--- config.mk ---
export PLATFORM = sky130hd
export DESIGN_NAME = result_align
export DESIGN_NICKNAME = d
export VERILOG_FILES = /design/src/source/gate_pkg.sv /design/src/source/result_align.sv
export SDC_FILE = /design/constraint.sdc
export NUM_CORES = 1
export LEC_CHECK = 0
export BUFFER_PORTS_ARGS = -buffer_cell sky130_fd_sc_hd__buf_2
export CAP_MARGIN = 20
export CORE_AREA = 2 2 39 41
export CTS_CLUSTER_DIAMETER = 40
export DETAILED_ROUTE_END_ITERATION = 6
export DIE_AREA = 0 0 41 43
export PLACE_DENSITY = 0.71
export SETUP_SLACK_MARGIN = 0.02
export SLEW_MARGIN = 20
export SYNTH_ARGS = -nofsm -noshare
export SYNTH_HDL_FRONTEND = slang
export SYNTH_SLANG_ARGS = --single-unit
export TNS_END_PERCENT = 100
--- constraint.sdc ---
create_clock -name clk -period 0.8 [get_ports clk]
set_input_delay 0.08 -clock clk [delete_from_list [all_inputs] [get_ports clk]]
set_output_delay 0.08 -clock clk [all_outputs]
set_load 0.02 [all_outputs]
--- src/source/gate_pkg.sv ---
package gate_pkg;

	localparam int word_width = 16;
	localparam int frac_bits = 12;   // Q3.12
	localparam int lanes = 16;
	localparam int tree_levels = $clog2(lanes);

	localparam int mat_addr_bits = 5;
	localparam int mat_depth = 1 << mat_addr_bits;
	localparam int vec_addr_bits = 2;
	localparam int vec_depth = 1 << vec_addr_bits;

	// start sample to first out_valid
	localparam int pipe_latency = 6;
	localparam int dp_stages = pipe_latency - 2;   // fetch holds the other two

	localparam logic sel_weight = 1'b0;
	localparam logic sel_vector = 1'b1;

	typedef logic signed [word_width-1:0] word_t;
	typedef word_t [lanes-1:0] row_t;   // lane 0 in the low bits

	typedef struct packed {
		logic en;
		logic sel;
		logic [mat_addr_bits-1:0] addr;   // vector memory takes the low bits
		row_t row;
	} mem_write_t;

	typedef struct packed {
		logic valid;
		logic last;   // final row of the sweep
	} fetch_tag_t;

endpackage

--- src/source/result_align.sv ---
`timescale 1ns/1ps

module result_align (
	input  logic                 clk,
	input  logic                 reset,
	input  logic                 start,
	input  gate_pkg::fetch_tag_t tag,
	input  gate_pkg::word_t      sum,
	output gate_pkg::word_t      ht_out,
	output logic                 out_valid,
	output logic                 done
);

	gate_pkg::fetch_tag_t [gate_pkg::dp_stages-1:0] tag_pipe;
	gate_pkg::fetch_tag_t next_out;

	// entry that reaches the output on the coming edge
	assign next_out = tag_pipe[gate_pkg::dp_stages-2];

	always_ff @(posedge clk) begin
		if (!reset) begin
			tag_pipe <= '0;
			done <= 1'b0;
		end else begin
			tag_pipe <= {tag_pipe[gate_pkg::dp_stages-2:0], tag};
			if (next_out.last)
				done <= 1'b1;   // lands with the final out_valid
			else if (start)
				done <= 1'b0;
		end
	end

	assign out_valid = tag_pipe[gate_pkg::dp_stages-1].valid;
	assign ht_out = sum;

	done_with_result: assert property (@(posedge clk) disable iff (!reset)
		$rose(done) |-> out_valid);

endmodule

# --- After elaboration in Yosys (flattened, before gate mapping) ---
# Cells that the tools add are included.
totals:
  register_bits: 8
  latch_bits: 0
  mem_bits_rw: 0
  rom_bits: 0
  in_bits: 21
  out_inout_bits: 18
  elab_cells: 11
  mem_count: 0
op_classes:
  addsub: 0
  n_mul: 0
  div_mod_pow: 0
  n_lt_le_gt_ge: 0
  n_eq_ne: 0
  n_shift: 0
  muxes: 2
  bitwise: 0
  n_reduce_logical: 1
op_table:
  columns: ["operator", "count"]
  rows:
  - ["1-bit 2-to-1 mux", 2]
  - ["2-bit nonzero test", 1]

# --- Depth between registers and ports, before layout ---
logic_depth:
  depth_word: 2
  depth_mapped: 2
  ltp_nobuf: 2

# --- Least setup slack after synthesis ---
# No wires, ideal clock.
synth_path:
  kind: "register to register"
  startpoint: "reg done (netlist name)"
  endpoint: "reg done"
  setup_time_ns: 0.115
  t_arrival_ns: 0.638
  required_time_ns: 0.685
  setup_slack_ns: 0.047
  path_stages_with_launch: 3
  n_path_buf: 0
  period_less_slack_ns: 0.753
  cell_sequence: "dfxtp_1 > nor2b_4 > o21a_1"
synth_rtl:
  columns: ["element", "line", "source"]
  rows:
  - ["end signal, assigned", "result_align.sv:23", "done <= 1'b0;"]
  - ["end signal, assigned", "result_align.sv:27", "done <= 1'b1;"]
  - ["end signal, assigned", "result_align.sv:29", "done <= 1'b0;"]
  - ["end, declared", "result_align.sv:11", "output logic done"]

# --- Final worst setup path ---
layout_path:
  startpoint: "reg done"
  endpoint: "out done"
# No word-level cell between the ends.

==> results.tsv <==
stage	metric	value	unit
cts	Post-CTS Hold Buffers	0	
die	Initial Utilization	0.250	
die	row cnt	14	
synth	Post-Syn Area	345	um2
cts	CTS tree	done	
sta	clk_skew	0.000147	ns
sta	Max Clk Rate	1310	MHz
drt	1st-iter DRT viols	0	
grt	first-pass GRT wire length	531	um
synth	Yosys top cell area share	0.464	
cells_and_area	Final Non-Filler Cells	42	
cts	clk sink count	8	
hold_path	Hold Path Class	in -> reg	
worst_setup_path	worst path required time	0.72	ns
synth	sequential fraction of the synthesis area	0.464	
drt	Via Count	144	
sta	Final Hold Fails	0	
drt	drt pass-1 iters	1	
run_status	status	finished clean	
worst_setup_path	cell breakdown of the critical path	buf_6	
drt	WL/cell	9.29	um
synth	Netlist cell types	5	
die	IO Pins	39	
worst_setup_path	worst-path fanout max	2	
worst_setup_path	crit-path max cell delay	0.32	ns
die	Die Wd	41	um
cts	worst-skew pair later-pin latency	0.24	ns
cts	Root Driver	clkbuf_4	
worst_setup_path	CP max-delay cell	dfxtp_2	
worst_setup_path	Arr. time, crit path	0.68	ns
synth	post-synthesis register bit count	8	
placement	Post-Place Cells	39	
cells_and_area	fraction of layout cells with a size suffix above 1	0.462	
grt	GRT Util Overall	0.0522	
worst_setup_path	critical path endpoint category	output pin	
drt	Final ANT Viol Nets	0	
sta	crit share post-route	0.954	
worst_setup_path	Startpoint Class	flip-flop	
sta	Worst slew margin	0.934	
grt	number of global-route vias before repair	129	
sta	actual slew at the worst max-slew pin	0.0986	ns
synth	dominant cell type by area after synthesis	dfxtp_1	
synth	Warnings, synthesis	0	
sta	fin. max-slew vios	0	
sta	Final setup violation count	0	
cts	Clock Tree Buf Depth	2	
grt	initial antenna violation count	0	
worst_setup_path	Crit path max-delay family	flip-flops	
cts	clk slew on worst S/H paths	0.05	ns
synth	Area contributors post-synth	dfxtp_1, buf_4, and2_1, nor2b_4, o21a_1	
pwr	P_leak	0.133	nW
placement	# port buffers	6	
cells_and_area	Area Overhead vs Synth	-9.42	%
drt	vias per inst	3.43	
worst_setup_path	worst path bufs/invs	1	
drt	# DRC	0	
cts	CTS buffer count	3	
drt	total routed wirelength	390	um
pwr	worst vdd ir	0.335	mV
synth	syn avg cell area	10.5	um2
pwr	PD cells	2360	mW/mm2
die	Die ar.	0.00176	mm2
cells_and_area	diode count	0	
die	die height	43	um
synth	syn_nets	54	
synth	Mapped Cells	33	
grt	largest net degree at the start of global routing	9	
cells_and_area	Final nets	49	
sta	fin crit period	0.763	ns
placement	Routability Congestion	0.513	
grt	Remaining Overflow, GRT	0	
cts	CTS HTree Levels	1	
sta	RSZ-0062 raised after global routing	true	
flow_run	maxcap violations	0	
pwr	Power Total	0.737	mW
worst_setup_path	Critical Setup Path Class	reg -> out	
die	core area	0.00138	mm2
==> cells in the final DEF, fill, tap and decap left out <==
cell and count:
dfxtp_1 6, nor2b_4 1, buf_6 2, o21a_1 1, dfxtp_2 2, and2_1 7
buf_2 4, clkbuf_4 3
==> worst register-to-register path, cell delays in order, from the launching register on <==
cell,delay [ns]
dfxtp_2,0.32
nor2b_4,0.11
o21a_1,0.15
==> registers in the layout (all words and copies together) (netlist names) <==
signal and cells:
out_valid 1, tag_pipe 4, next_out 2, done 1
==> synth_stat cells <==
master and count:
buf_4 16, o21a_1 1, nor2b_4 1, and2_1 7, dfxtp_1 8
==> through the flow <==
step	hold slack, ns	worst slack [ns]	TNS, ns	area (um2)	utilization
5_1_grt	0.0441	-0.00119	-0.00119	313	0.226
3_5_place_dp	0.160	0.135	0	275	0.199
6_report	0.0395	0.0372	0	313	0.226
4_1_cts	0.0264	0.0227	0	308	0.222
2_1_floorplan	0.197	0.0472	0	345	-
3_3_place_gp	0.160	0.145	0	275	0.199
==> layout make-up <==
class / count / area [um2]
fill: 154 / 1070
timing repair buffer: 6 / 42.5
tap: 16 / 20.0
multi-input combinational: 9 / 65.1
clock buffer: 3 / 22.5
sequential: 8 / 163
==> where the power goes <==
part           internal (mW)  switching [mW]  total, mW
Clock                  0.170           0.118      0.288
Combinational         0.0188          0.0126     0.0314
Sequential             0.414         0.00331      0.417
Total                  0.603           0.134      0.737
==> layer usage <==
layer | part of all wire | vias to the layer above | global-route usage
met5 | 0 | - | 0
met4 | 0.036 | 0 | 0.107
met3 | 0.19 | 4 | 0.0366
met2 | 0.45 | 10 | 0.0500
met1 | 0.31 | 59 | 0.0418
li1 | - | 71 | -
==> cells by family after synthesis <==
kind of cell / synth area share
buf+inv: 0.348
simple gates: 0.167
compound gates: 0.0217
flops: 0.464
==> worst paths after layout <==
path	slack (ns)	depth (start not counted)	from	endpoint
setup / recovery	0.04	1	done	done
hold reg to reg	0.43	1	tag_pipe[3]	next_out[1]
hold / removal	0.04	2	tag[0]	tag_pipe[0]
setup reg to reg	0.11	2	done	done
==> timing repair <==
item,in CTS,in global routing
resized for setup,4,2
buffers inserted,0,0
setup endpoints to repair,2,2
hold endpoints to repair,0,0
(Power assumes the default switching activity.)
